`config.mk`:
```
export PLATFORM = sky130hd
export DESIGN_NAME = pwo_ctrl
export DESIGN_NICKNAME = d
export VERILOG_FILES = /design/src/pwo_pkg.sv /design/src/pwo_ctrl.sv
export SDC_FILE = /design/constraint.sdc
export NUM_CORES = 1
export LEC_CHECK = 0
export BUFFER_PORTS_ARGS = -buffer_cell sky130_fd_sc_hd__buf_2
export CORE_ASPECT_RATIO = 1.25
export CORE_MARGIN = 8
export CORE_UTILIZATION = 30
export CTS_CLUSTER_DIAMETER = 30
export DETAILED_ROUTE_END_ITERATION = 7
export PLACE_DENSITY = 0.5
export RECOVER_POWER = 100
export SLEW_MARGIN = 5
export SYNTH_ARGS = -nofsm -noshare
export SYNTH_HDL_FRONTEND = slang
export SYNTH_SLANG_ARGS = --single-unit
```
`constraint.sdc`:
```
create_clock -name clk -period 3 [get_ports clk]
set_clock_uncertainty 0.1 [all_clocks]
set_input_delay 0.3 -clock clk [delete_from_list [all_inputs] [get_ports clk]]
set_output_delay 0.3 -clock clk [all_outputs]
set_load 0.01 [all_outputs]
```
`src/pwo_pkg.sv`:
```
// ==========================================================
// Pointwise engine package
// Modulus, lane geometry, pipeline depth and shared types
// ==========================================================

package pwo_pkg;

    // ML-DSA modulus, q = 2^23 - 2^13 + 1
    localparam int COEFF_W = 23;
    localparam logic [COEFF_W-1:0] MLDSA_Q = 23'd8380417;

    // Four coefficients per word, each in a 24-bit lane with a zero top bit
    localparam int LANE_W = 24;
    localparam int LANES  = 4;
    localparam int WORD_W = LANES * LANE_W;

    // Product of two coefficients plus one addend
    localparam int WIDE_W = 2 * COEFF_W + 1;

    localparam int ADDR_W = 15;

    // One cycle of memory read plus three cycles of lane pipeline
    localparam int PIPE_DEPTH = 4;

    typedef logic [COEFF_W-1:0] coeff_t;
    typedef logic [WIDE_W-1:0]  wide_t;
    typedef logic [WORD_W-1:0]  mem_word_t;
    typedef logic [ADDR_W-1:0]  mem_addr_t;

    // Pointwise operation select
    typedef enum logic [1:0] {
        PWO_MUL = 2'd0,
        PWO_ADD = 2'd1,
        PWO_SUB = 2'd2
    } pwo_mode_t;

endpackage

```
`src/pwo_ctrl.sv`:
```
// ==========================================================
// Pointwise pass sequencer
// Issues NUM_WORDS reads, delays the write side, flags busy and done
// ==========================================================

`timescale 1ns/1ps

module pwo_ctrl #(
    parameter int NUM_WORDS = 64
) (
    input  logic               clk,
    input  logic               reset_n,
    input  logic               start_i,
    input  pwo_pkg::pwo_mode_t mode_i,
    input  logic               accumulate_i,
    output pwo_pkg::pwo_mode_t mode_o,
    output logic               accumulate_o,
    output logic               rd_valid_o,
    output pwo_pkg::mem_addr_t rd_index_o,
    output logic               wr_valid_o,
    output pwo_pkg::mem_addr_t wr_index_o,
    output logic               busy_o,
    output logic               done_o
);
    import pwo_pkg::*;

    typedef enum logic [1:0] {
        ST_IDLE,
        ST_READ,
        ST_DRAIN
    } state_t;

    localparam mem_addr_t LAST_INDEX = mem_addr_t'(NUM_WORDS - 1);

    state_t                state_q;
    logic                  start_ok;
    logic                  last_rd;
    logic                  last_wr;
    logic [PIPE_DEPTH-1:0] vld_sr;
    mem_addr_t             idx_sr [PIPE_DEPTH];

    // A start while a pass or its done cycle is pending is dropped
    assign start_ok = start_i && !busy_o;
    assign last_rd  = (state_q == ST_READ) && (rd_index_o == LAST_INDEX);

    // Last write is the one with nothing left behind it in the pipe
    assign last_wr  = (state_q == ST_DRAIN) && wr_valid_o && !(|vld_sr[PIPE_DEPTH-2:0]);

    // ==========================================================
    // Pass FSM
    // ==========================================================
    always_ff @(posedge clk or negedge reset_n) begin
        if (!reset_n) begin
            state_q      <= ST_IDLE;
            rd_index_o   <= '0;
            mode_o       <= PWO_MUL;
            accumulate_o <= 1'b0;
            done_o       <= 1'b0;
        end else begin
            done_o <= last_wr;
            case (state_q)
                ST_IDLE: begin
                    if (start_ok) begin
                        state_q      <= ST_READ;
                        rd_index_o   <= '0;
                        mode_o       <= mode_i;
                        accumulate_o <= accumulate_i;
                    end
                end
                ST_READ: begin
                    if (last_rd) begin
                        state_q <= ST_DRAIN;
                    end else begin
                        rd_index_o <= rd_index_o + 1'b1;
                    end
                end
                ST_DRAIN: begin
                    if (last_wr) begin
                        state_q <= ST_IDLE;
                    end
                end
                default: begin
                    state_q <= ST_IDLE;
                end
            endcase
        end
    end

    assign rd_valid_o = (state_q == ST_READ);
    assign busy_o     = (state_q != ST_IDLE) || done_o;

    // ==========================================================
    // Write side delay, matches memory plus lane latency
    // ==========================================================
    always_ff @(posedge clk or negedge reset_n) begin
        if (!reset_n) begin
            vld_sr <= '0;
        end else begin
            vld_sr <= {vld_sr[PIPE_DEPTH-2:0], rd_valid_o};
        end
    end

    always_ff @(posedge clk) begin
        idx_sr[0] <= rd_index_o;
        for (int i = 1; i < PIPE_DEPTH; i++) begin
            idx_sr[i] <= idx_sr[i-1];
        end
    end

    assign wr_valid_o = vld_sr[PIPE_DEPTH-1];
    assign wr_index_o = idx_sr[PIPE_DEPTH-1];

endmodule

```
* Yosys cells after proc, flatten, opt, wreduce, memory -nomap -nowiden
Memories as Yosys holds them, arrays and structs flattened.
Index checks and enable logic that the tools add are counted.
** Word-level totals
- Flip-flop bits (word level) :: 25
- Memory bits (writable) :: 60
- Bits of input ports :: 6
- Output and inout bits :: 37
- Logic and storage cells :: 36
- Memories kept :: 1
** Memory list
- idx_sr :: words 4, bits a word 15, rd ports 4, clocked after Yosys merged registers in 0, write ports 4, line pwo_ctrl.sv:40 : mem_addr_t idx_sr [PIPE_DEPTH];
** Cells by class
- Add/sub/neg operators :: 1
- Eq/ne operators :: 7
- Mux-type cells :: 7
- Reductions and logical operators :: 14
** Operators with widths (count)
- two-way mux 15 bit :: 2
- case mux 15 bit (2 select lines) :: 1
- adder 15 x 1 -> 15 bit (second input constant) :: 1
- == test 15 x 6 -> 1 bit (second input constant) :: 1
- two-way mux 2 bit :: 3
- != test 2 bit (second input constant) :: 3
- case mux 2 bit (3 select lines) :: 1
- AND reduction 3 bit :: 2
- logical AND 1 bit :: 4
- nonzero test 2 bit :: 2
- OR reduction 3 bit :: 1
- == test 2 x 1 -> 1 bit (second input constant) :: 1
- == test 2 bit (second input constant) :: 1
- zero test 1 bit :: 2
- zero test 2 bit :: 1
- != test 2 x 1 -> 1 bit (second input constant) :: 1
- AND reduction 2 bit :: 1
- logical OR 1 bit :: 1

* Depth between registers and ports, before layout
- Depth in word-level cells :: 6
- Depth in mapped cells :: 6
- Mapped depth without buffers :: 5

* Worst setup path after synthesis
No wires, ideal clock.
- Kind :: reg-to-reg
- From :: register rd_index_o[0]
- To :: register rd_index_o[14]
- Library setup time :: 90 ps
- Arrival :: 1647 ps
- Data required time :: 2810 ps
- Path slack :: 1163 ps
- Cell stages (with the launch flop) :: 6
- Path buffers :: 0
- Period minus slack after synthesis :: 1837 ps
- Path through :: dfrtp_1 > ha_1 > and4bb_4 > and4_4 > or4_1 > o221ai_1
** Between the ends
- Cells in the longest elaborated chain, start to end :: 4
- Elaborated cells between the ends (all ways) :: 7
- Those cells by class :: 1 x add/sub; 2 x eq/ne; 2 x mux; 2 x reduce/logical
** Ends and longest elaborated chain
- from (decl) :: line pwo_ctrl.sv:19 : output pwo_pkg::mem_addr_t rd_index_o,
- from (signal assigned) :: line pwo_ctrl.sv:74 : rd_index_o <= rd_index_o + 1'b1;
- branches (longest 4 deep; another with adder 15 x 1 -> 15 bit)
Several ways; the timed one is not identified. The select of a mux whose other input is x is not followed.
A chain may end at the register's enable or synchronous reset.

* Final worst setup path
- From :: register rd_index_o[0]
- To :: register rd_index_o[13]
The elaborated chain is that of the path after synthesis.

==> out/results.tsv <==
stage	metric	value	unit
outcome	status	finished, final reports clean	
critical_path	cp_cell_sequence	ha_1 -> and4bb_4 -> and4_1 -> o21ai_1 -> o221ai_1	
global_routing	grt.total_usage	8.850	%
min_path	hp-class	in2reg	
place	dpl.hpwl	3.141	mm
sta	rsz0062_at_grt	false	
cells_and_area	most-common-layout-cells	dfxtp_1 (60), clkbuf_1 (40), dfrtp_1 (25)	
logic_synthesis	ys_async_sr_fraction	29.41	%
sta	maxSlewViolCount	0	
logic_synthesis	synth_compound_area_share	8.415	%
floorplanning	die_h	116.8	um
critical_path	critPathArrivalTime	2.59	ns
logic_synthesis	syn_avg_cell_area	13.40	um2
clocking	cts_sinks	85	
critical_path	slowest_stage	o21ai_1	
logic_synthesis	synthMuxAreaShare	1.796	%
cells_and_area	multi_input_area	536.8	um2
pwr	power	1922	uW
logic_synthesis	yosysUniqueCellTypes	35	
clocking	cts_root_buf	clkbuf_8	
global_routing	antenna_found_initial	0	
route	drtAntennaViolNets	0	
logic_synthesis	syn_nets	189	
logic_synthesis	yosysWarnings	0	
place	numPortBuffers	42	
sta	max_freq	0.3982	GHz
sta	hold_viol	0	
route	detail_route.wl_per_cell	14.23	um
sta	slew_headroom	3.918	%
critical_path	crit_buf_inv	0	
sta	tns	0	ns
sta	tightest_slew	1.441	ns
sta	fin_ws	0.4889	ns
logic_synthesis	synth_top_family_by_area	simple AND/OR/NAND/NOR gates	
pwr	power.leakage	0.001109	uW
clocking	numCtsBuffers	9	
critical_path	path_max_fanout	13	
critical_path	cp-start-kind	register	
critical_path	end_kind	register	
cells_and_area	fillCellCount	832	
critical_path	critPathKind	reg2reg	
clocking	tritoncts	yes	
clocking	cts.path.max_buffers	2	
route	first_iter_violations	95	
route	via_count	1492	
global_routing	grt_pass1_wl	7.734	mm
cells_and_area	drive_gt1_share	10.17	%
logic_synthesis	syn_area	2439	um2
route	drc_errors	0	
sta	finalSetupViolCount	0	
clocking	hold_buffers	1	
run	maxCapViolCount	0	
clocking	worstSkewPairLatency	0.35	ns
pwr	vdd_drop_max	0.3171	mV
route	drt_first_pass_iters	4	
cells_and_area	final_common_cell	dfxtp_1	
floorplanning	die_x	96.64	um
critical_path	required	3.08	ns
logic_synthesis	synth_xor_area_share	0	%
critical_path	critPathTopFamily	compound AO/OA/AOI/OAI gates	
route	routed_wl	4.739	mm
clocking	cts_setup_buffers	0	
logic_synthesis	yosys.area_share.adder	0.5131	%
floorplanning	fp.dieArea	11290	um2
clocking	cts_resized	0	
sta	min_period	2.511	ns
clocking	clk_pin_slew	0.08	ns
floorplanning	coreArea	8055	um2
critical_path	slowest_delay	0.79	ns
logic_synthesis	yosys.area_share.simple	11.54	%
cells_and_area	nets	238	
route	viasPerCell	4.480	
floorplanning	io_pins	43	
cells_and_area	areaGrowthSynthToFinish	18.16	%
floorplanning	rows	37	
global_routing	grt_pass1_vias	1539	
place	place_congestion	0.8484	
clocking	cts_max_level	3	
sta	timing.final.crit_share	83.70	%
pwr	powerDensity	666.9	nW/um2
logic_synthesis	seq_area_frac_synth	74.91	%
place	place_ws	0.7936	ns
floorplanning	start_util	30.27	%
logic_synthesis	yosys_register_bits	85	
logic_synthesis	synth_edf_count	0	
logic_synthesis	synth_ff_type	dfxtp_1	
logic_synthesis	synthCells	182	
global_routing	grt_start_max_net_pins	26	
global_routing	grt-ovfl-total	0	
cells_and_area	diodes	0	
cells_and_area	area.sequential	1827	um2
[state kept, by name (all words and copies together), names as in the netlist]
register      flops
idx_sr           60
vld_sr            4
state_q           2
done_o            1
accumulate_o      1
mode_o            2
rd_index_o       15
[final cells by class]
class	instances	share of cell area (%)
well taps	97	4.212
inverters	9	1.172
repair buffers	43	5.992
clock inverters	5	2.041
clock buffers	11	4.559
multi-input cells	83	18.63
flip-flops and latches	85	63.40
[metrics by stage]
stage	instances	hold slack, ns	area, um2	utilization [%]
final	333	0.08327	2882	35.77
after global routing	333	0.06332	2882	35.77
after CTS	333	0.05656	2935	36.44
after detailed placement	316	0.2121	2735	33.95
after global placement	316	0.2096	2735	33.95
after floorplan	182	-0.09559	2439	-
[synth_stat cells (3+ instances only)]
library cell / instances / area [um2]
a21oi_1: 3 / 15.01
mux2_2: 3 / 33.78
nand2b_1: 4 / 25.02
o21a_1: 3 / 22.52
nand3_1: 7 / 35.03
nand2_1: 11 / 41.29
dfxtp_1: 60 / 1201
nor4_1: 5 / 31.28
inv_1: 9 / 33.78
nand4_1: 7 / 43.79
nor3_1: 5 / 25.02
o221ai_1: 3 / 26.28
dfrtp_1: 25 / 625.6
a31oi_1: 8 / 50.05
o21ai_0: 3 / 15.01
[routing by layer]
metal	track usage (%)	routed length [um]	vias up
met5	0	0	-
met2	13.47	2115	39
met3	4.110	313	11
met1	9.682	2166	692
met4	6.269	143	0
li1	-	-	750
[logic make-up (layout without fill, tap and decap cells)]
kind of cell,Yosys count,in the layout
AO/OA/AOI/OAI,29,29
flip-flops,85,85
AND/OR/NAND/NOR,49,49
adder cells (fa/ha/maj),1,1
buffers and inverters,14,68
multiplexers,4,4
[path summary, 6_finish.rpt]
check	from	slack, ns	end	depth (start not counted)
worst max-delay path	rd_index_o[0]$_DFFE_PN0P_	0.49	rd_index_o[13]$_DFFE_PN0P_	5
max in group asynchronous	reset_n	1.24	rd_index_o[0]$_DFFE_PN0P_	2
min in group asynchronous	reset_n	0.72	accumulate_o$_DFFE_PN0P_	2
worst max register to register	rd_index_o[0]$_DFFE_PN0P_	0.49	rd_index_o[13]$_DFFE_PN0P_	5
worst min-delay path	mode_i[0]	0.08	mode_o[0]$_DFFE_PN0P_	2
worst min register to register	idx_sr[2][14]$_DFF_P_	0.23	idx_sr[3][14]$_DFF_P_	0
[where the power goes]
group | internal (uW) | switching, uW | leakage (uW)
logic | 2.94 | 7.47 | 0.000219
registers | 1130 | 0 | 0.000792
clock network | 389 | 390 | 0.0000982
No activity file was read; power rests on OpenSTA's default activity.
