[config.mk]
export PLATFORM = sky130hd
export DESIGN_NAME = pwo_lane
export DESIGN_NICKNAME = d
export VERILOG_FILES = /design/src/pwo_pkg.sv /design/src/pwo_lane.sv /design/src/pwo_mod_reduce.sv
export SDC_FILE = /design/constraint.sdc
export NUM_CORES = 2
export LEC_CHECK = 0
export ABC_AREA = 1
export BUFFER_PORTS_ARGS = -buffer_cell sky130_fd_sc_hd__buf_4
export CORE_UTILIZATION = 29
export CTS_BUF_LIST = sky130_fd_sc_hd__clkbuf_16
export CTS_CLUSTER_DIAMETER = 80
export DETAILED_ROUTE_END_ITERATION = 16
export HOLD_SLACK_MARGIN = 0.02
export PLACE_DENSITY = 0.49
export SLEW_MARGIN = 10
export SYNTH_ARGS = -nofsm -noshare
export SYNTH_HDL_FRONTEND = slang
export SYNTH_HIERARCHICAL = 1
export SYNTH_SLANG_ARGS = --single-unit
export TNS_END_PERCENT = 20
[constraint.sdc]
create_clock -name clk -period 9.72 [get_ports clk]
set_input_delay 0 -clock clk [delete_from_list [all_inputs] [get_ports clk]]
set_output_delay 0 -clock clk [all_outputs]
set_load 0.005 [all_outputs]
[src/pwo_pkg.sv]
// ==========================================================
// Pointwise engine package
// Modulus, lane geometry, pipeline depth and shared types
// ==========================================================

package pwo_pkg;

    // ML-DSA modulus, q = 2^23 - 2^13 + 1
    localparam int COEFF_W = 23;
    localparam logic [COEFF_W-1:0] MLDSA_Q = 23'd8380417;

    // Four coefficients per word, each in a 24-bit lane with a zero top bit
    localparam int LANE_W = 24;
    localparam int LANES  = 4;
    localparam int WORD_W = LANES * LANE_W;

    // Product of two coefficients plus one addend
    localparam int WIDE_W = 2 * COEFF_W + 1;

    localparam int ADDR_W = 15;

    // One cycle of memory read plus three cycles of lane pipeline
    localparam int PIPE_DEPTH = 4;

    typedef logic [COEFF_W-1:0] coeff_t;
    typedef logic [WIDE_W-1:0]  wide_t;
    typedef logic [WORD_W-1:0]  mem_word_t;
    typedef logic [ADDR_W-1:0]  mem_addr_t;

    // Pointwise operation select
    typedef enum logic [1:0] {
        PWO_MUL = 2'd0,
        PWO_ADD = 2'd1,
        PWO_SUB = 2'd2
    } pwo_mode_t;

endpackage

[src/pwo_lane.sv]
// ==========================================================
// Pointwise coefficient lane
// Multiply, add or subtract modulo q with a fixed 3-cycle latency
// ==========================================================

`timescale 1ns/1ps

module pwo_lane (
    input  logic               clk,
    input  logic               reset_n,
    input  pwo_pkg::pwo_mode_t mode_i,
    input  logic               accumulate_i,
    input  pwo_pkg::coeff_t    a_i,
    input  pwo_pkg::coeff_t    b_i,
    input  pwo_pkg::coeff_t    c_i,
    output pwo_pkg::coeff_t    result_o
);
    import pwo_pkg::*;

    coeff_t a_q;
    coeff_t b_q;
    coeff_t c_q;
    wide_t  product;
    wide_t  addend;
    wide_t  pre_value;

    // Operand flops, these take the memory read data
    always_ff @(posedge clk or negedge reset_n) begin
        if (!reset_n) begin
            a_q <= '0;
            b_q <= '0;
            c_q <= '0;
        end else begin
            a_q <= a_i;
            b_q <= b_i;
            c_q <= c_i;
        end
    end

    assign product = wide_t'(a_q) * wide_t'(b_q);
    assign addend  = accumulate_i ? wide_t'(c_q) : '0;

    // Every mode feeds the same reducer so the latency never depends on mode
    always_comb begin
        case (mode_i)
            PWO_MUL: begin
                pre_value = product + addend;
            end
            PWO_ADD: begin
                pre_value = wide_t'(a_q) + wide_t'(b_q);
            end
            PWO_SUB: begin
                // Adding q first keeps the difference positive
                pre_value = wide_t'(a_q) + wide_t'(MLDSA_Q) - wide_t'(b_q);
            end
            default: begin
                pre_value = '0;
            end
        endcase
    end

    pwo_mod_reduce u_reduce (
        .clk      (clk),
        .reset_n  (reset_n),
        .value_i  (pre_value),
        .result_o (result_o)
    );

endmodule

[src/pwo_mod_reduce.sv]
// ==========================================================
// Modular reduction by q for one lane
// Two-stage pipeline, takes any value below 2^47
// ==========================================================

`timescale 1ns/1ps

module pwo_mod_reduce (
    input  logic            clk,
    input  logic            reset_n,
    input  pwo_pkg::wide_t  value_i,
    output pwo_pkg::coeff_t result_o
);
    import pwo_pkg::*;

    // 2^23 is congruent to 2^13 - 1, so h * 2^23 + l folds to h * 2^13 - h + l
    logic [23:0] hi1;
    logic [22:0] lo1;
    logic [37:0] fold1;
    logic [14:0] hi2;
    logic [28:0] fold2;
    logic [28:0] part_q;
    logic [5:0]  hi3;
    logic [23:0] fold3;
    logic [23:0] sub_q;

    // Stage 1, two folds bring 47 bits down to 29
    assign hi1   = value_i[46:23];
    assign lo1   = value_i[22:0];
    assign fold1 = (38'(hi1) << 13) - 38'(hi1) + 38'(lo1);
    assign hi2   = fold1[37:23];
    assign fold2 = (29'(hi2) << 13) - 29'(hi2) + 29'(fold1[22:0]);

    always_ff @(posedge clk or negedge reset_n) begin
        if (!reset_n) begin
            part_q <= '0;
        end else begin
            part_q <= fold2;
        end
    end

    // Stage 2, last fold leaves a value below 2q
    assign hi3   = part_q[28:23];
    assign fold3 = (24'(hi3) << 13) - 24'(hi3) + 24'(part_q[22:0]);
    assign sub_q = fold3 - 24'(MLDSA_Q);

    always_ff @(posedge clk or negedge reset_n) begin
        if (!reset_n) begin
            result_o <= '0;
        end else if (fold3 >= 24'(MLDSA_Q)) begin
            result_o <= sub_q[COEFF_W-1:0];
        end else begin
            result_o <= fold3[COEFF_W-1:0];
        end
    end

endmodule

======== Yosys cells after proc, flatten, opt, wreduce, memory -nomap -nowiden ========
Index checks and enable logic that the tools add are counted.
storage, ports and cells
  RAM bits ................................ 0
  flip-flop bits (word level) ............. 121
  ROM bits ................................ 0
  input bits .............................. 74
  bits in latches ......................... 0
  memories kept ........................... 0
  logic and storage cells ................. 24
cells by class
  equality and inequality tests ........... 2
  multipliers ............................. 1
  reduce and logical (&&, ||, !) cells .... 1
  div/mod/pow operators ................... 0
  shift operators ......................... 0
  magnitude comparators ................... 1
  $add $sub $neg .......................... 11
  multiplexer cells ....................... 3
  bitwise operators ....................... 0
operators by type and width
  kind                                                                                   number
  47-bit one-hot mux with 3 select lines                                                 1
  46-bit by 23-bit adder with 47-bit output                                              1
  23-bit by 23-bit multiplier with 46-bit output                                         1
  23-bit two-way mux                                                                     2
  38-bit by 23-bit adder with 38-bit output                                              1
  37-bit by 24-bit subtractor with 38-bit output                                         1
  29-bit by 23-bit adder with 29-bit output                                              1
  28-bit by 15-bit subtractor with 29-bit output                                         1
  24-bit by 23-bit subtractor with 25-bit output                                         1
  23-bit by 23-bit adder with 24-bit output                                              1
  23-bit by 23-bit adder with 24-bit output, second input constant                       1
  24-bit by 23-bit adder with 24-bit output                                              1
  24-bit by 23-bit greater-or-equal comparator with 1-bit output, second input constant  1
  23-bit subtractor, second input constant                                               1
  19-bit by 6-bit subtractor with 20-bit output                                          1
  2-bit by 1-bit equality test with 1-bit output, second input constant                  1
  2-bit equality test, second input constant                                             1
  2-bit zero test                                                                        1

======== Logic depth before layout (Yosys ltp) ========
  depth after elaboration ................. 7
  depth in mapped cells ................... 61
  gate-level depth less buffers ........... 60

======== By module ========
Netlist, hierarchy kept.
by module, submodules not included
  module          area an instance (um^2)  instances  cells each
  pwo_lane        25,331.8                 1          3,555
  pwo_mod_reduce  8,640.8                  1          1,374

======== Least setup slack after synthesis ========
Ideal clock, no wire load.
  path kind ............................... reg2reg
  start ................................... reg a_q[11]
  end ..................................... reg u_reduce.part_q[23]
  setup time .............................. 0.079 ns
  slack ................................... 0.027 ns
  period minus slack after synthesis ...... 9.693 ns
  required time ........................... 9.641 ns
  arrival ................................. 9.614 ns
  cell stages (with the launch flop) ...... 52
  path through ............................ dfrtp_1 -> clkbuf_1 -> nand2_1 -> fa_1 -> inv_1 -> fa_1 -> inv_1 -> fa_1 -> inv_1 -> fa_1 -> inv_1 -> fa_1 -> inv_1 -> fa_1 -> inv_1 -> fa_1 -> inv_1 -> ha_1 -> (+16 left out) -> nand3_1 -> a21boi_0 -> o21ai_0 -> a21oi_1 -> xor2_1 -> ha_1 -> ha_1 -> nand2_1 -> nor2_1 -> nand3_1 -> nand3_1 -> nand2_1 -> nand2_1 -> nand3_1 -> nand2_1 -> a21oi_1 -> o21bai_1 -> xor2_1
on the way
  longest elaborated chain between the ends .. 7
  elaborated cells on any way between the ends .. 10
  those cells by class .................... 8 x add/sub; 1 x mul; 1 x mux
ends and longest elaborated chain
  item                                                                                                                RTL line                        source
  start: declaration                                                                                                  pwo_lane.sv:20                  coeff_t a_q;
  start signal: assignment                                                                                            pwo_lane.sv:34                  a_q <= a_i;
  23-bit by 23-bit multiplier with 46-bit output / 23-bit by 23-bit adder with 24-bit output (equally long branches)  pwo_lane.sv:40, pwo_lane.sv:54
  46-bit by 23-bit adder with 47-bit output / 24-bit by 23-bit subtractor with 25-bit output (equally long branches)  pwo_lane.sv:47, pwo_lane.sv:54
  47-bit one-hot mux with 3 select lines *                                                                            pwo_lane.sv:45                  case (mode_i)
  named net pre_value[36]                                                                                             pwo_lane.sv:25                  wide_t pre_value;
  37-bit by 24-bit subtractor with 38-bit output *                                                                    pwo_mod_reduce.sv:30            assign fold1 = (38'(hi1) << 13) - 38'(hi1) + 38'(lo1);
  38-bit by 23-bit adder with 38-bit output *                                                                         pwo_mod_reduce.sv:30
  28-bit by 15-bit subtractor with 29-bit output                                                                      pwo_mod_reduce.sv:32            assign fold2 = (29'(hi2) << 13) - 29'(hi2) + 29'(fold1[22:0]);
  29-bit by 23-bit adder with 29-bit output *                                                                         pwo_mod_reduce.sv:32
  named net u_reduce.fold2[23]                                                                                        pwo_mod_reduce.sv:21            logic [28:0] fold2;
  end signal: assignment                                                                                              pwo_mod_reduce.sv:38            part_q <= fold2;
  end: declaration                                                                                                    pwo_mod_reduce.sv:22            logic [28:0] part_q;
Mark *: on every way through the listed nets, which the timed path passes. The rest lies on a longest branch.

======== Worst setup path after layout ========
  start ................................... reg a_q[11]
  end ..................................... reg u_reduce.part_q[27]
The elaborated chain is that of the path after synthesis.

==> results.cfg <==
[sta]
timing.fmax_ghz = 0.09988
finalHoldViolCount = 0
relSlewSlack_pct = 46.88
final-max-slew-violation-count = 0
clock_skew_ns = 0.01790
setup_tns_ns = -2.237
fin_crit_sh_pct = 103.0
worst_pin_slew_ns = 0.7967
rsz0062_at_grt = yes
fin_ws_ns = -0.2921
setup_viol = 15
fin_crit_ns = 10.01

[route]
route.detailed.drc = 0
ant_nets = 0
via_per_inst = 4.492
post_drt_wl_per_cell_um = 17.07
dr.pass1.iters = 6
vias = 32530
drt_iter0_drc = 2071
drt-total-wl_um = 123600

[yosys]
yosys_register_bits = 121
synthFlopType = dfrtp_1
synth_nets = 5849
synthesis.area_um2 = 33970
avgSynthCellArea_um2 = 6.892
synth-edff-count = 0
synthCells = 4929
synth-seq-area-share_pct = 8.913
ys_types = 46
yosysWarnings = 6
async_flop_share_pct = 100.0

[placement]
place_congestion = 0.9566
hpwl_um = 104900
dp_slack_ns = -1.561
port_buffers = 96

[die]
start_util_pct = 29.23
dieWidth_um = 344.3
coreArea_um2 = 116200
die-area_um2 = 118500
row_count = 125
io_pins = 97
chipHeight_um = 344.3

[final_layout]
nets = 6625
antennaDiodeCount = 0
seq_area_um2 = 3047
post_route_cells_drive_above_1_share_pct = 25.04
layout_commonest_cell = inv_1
final_cell_mix = inv_1 (1279), nand2_1 (1278), buf_4 (691), fa_1 (458), ha_1 (280)
syn_to_final_growth_pct = 36.53
nFillCells = 12240
multi_input_area_um2 = 28230

[global_routing]
grt_usage_pct = 21.40
grt_overflow_total = 0
antenna_found_initial = 0
grt_pass1_vias = 33590
grt_pass1_wl_um = 193000
grt_max_degree = 72

[setup_path]
crit_type = reg -> reg
cp-start-kind = register
critical_path.max_fanout = 8
crit_required_ns = 10.11
end_kind = register
cp.arrival_ns = 10.40
max_stage_delay_ns = 0.53
cpLargestDelayFamily = adder cells
critical_path.most_common_cell = fa_1
cp_slowest_cell = fa_1
cp_num_buf_inv = 11

[run_status]
status = finished, violations left
violations = setup timing

[cts]
cts_root_buf = clkbuf_16
clock_sinks = 121
clkTransAtPathRegs_ns = 0.07
numCtsBuffers = 17
cts_tree = done
cts_buffer_depth = 2
clk_latency_ns = 0.51
h-tree-depth = 4

[min_path]
min_path_type = in -> async

[run]
drv_cap = 0
registers in the layout, summed over array words and instances (netlist names):
name               flops
u_reduce/result_o     23
u_reduce/part_q       29
a_q                   23
c_q                   23
b_q                   23
Yosys cell counts (all sizes together) (15+ instances only):
master | instances | share of area [%]
a21o | 15 | 0.35
a21oi | 179 | 2.7
clkbuf | 101 | 1.1
dfrtp | 121 | 8.9
fa | 477 | 28
ha | 369 | 14
inv | 1354 | 15
nand2 | 1446 | 16
nand3 | 218 | 3.3
nand4 | 53 | 0.99
nor2 | 269 | 3.2
nor3 | 26 | 0.40
o21ai | 110 | 1.6
o21bai | 20 | 0.45
xnor2 | 33 | 0.85
xor2 | 56 | 1.5
stage by stage:
stage / hold WS [ns] / instances / util (%) / instance area [µm²]
2_1_floorplan: -0.2956 / 4929 / - / 33970
4_1_cts: 0.07457 / 7198 / 38.44 / 44670
3_3_place_gp: 0.05533 / 7037 / 35.41 / 41150
6_report: 0.07981 / 7242 / 39.91 / 46380
5_1_grt: 0.1260 / 7242 / 39.91 / 46380
3_5_place_dp: 0.06569 / 7037 / 35.41 / 41150
worst register-to-register path: cells and delay by family (launching register included):
kind	cells	cell delay [ns]
xor+xnor	1	0.19
flops	1	0.50
buf+inv	11	0.93
compound gates	1	0.18
fa+ha+maj	13	5.24
simple gates	26	2.88
worst paths after layout:
check                                   endpoint          startpoint  slack, ns  cells past startpoint
max                          u_reduce/part_q[27]             a_q[11]      -0.29                     52
min                        u_reduce/result_o[21]             reset_n       0.08                      2
max reg2reg                  u_reduce/part_q[27]             a_q[11]      -0.29                     52
min reg2reg                 u_reduce/result_o[0]  u_reduce/part_q[0]       0.71                      2
max in group asynchronous                 b_q[5]             reset_n       8.31                      3
min in group clk                         c_q[19]             c_i[19]       0.13                      2
repair_timing:
item / 4_1_cts / 5_1_grt
pin swaps: 154 / 246
hold endpoints to repair: 139 / 0
buffers inserted: 57 / 46
endpoints found under the setup margin: 28 / 26
cloned: 2 / 1
hold buffers: 70 / 0
gates resized for setup: 383 / 344
metal layers:
metal / vias up / wire length [µm] / GRT usage, %
li1: 16100 / - / -
met5: - / 0 / 0
met4: 0 / 3120 / 5.918
met1: 15610 / 57800 / 29.58
met3: 106 / 5333 / 2.105
met2: 714 / 57340 / 35.38
cells by family (layout without fill, tap and decap cells):
family / after synthesis / in the layout / share of synthesized area (%)
DFF: 121 / 121 / 8.913
xor gates and xnor gates: 89 / 89 / 2.339
and+or+nand+nor: 2050 / 2050 / 24.85
AOI/OAI and AO/OA: 362 / 362 / 5.915
buffers and inverters: 1461 / 2250 / 16.29
adders and majority gates: 846 / 846 / 41.70
area by class of cell:
class,count,area share [%]
timing repair buffer,864,16.19
multi-input combinational,3347,60.86
tap,1524,4.111
inverter,1354,10.97
clock inverter,15,0.3858
clock buffer,17,0.9172
sequential,121,6.569
Power is left out: the tool's default activity adds up to more than one toggle a clock period on the data nets, which glitch-free logic cannot reach.
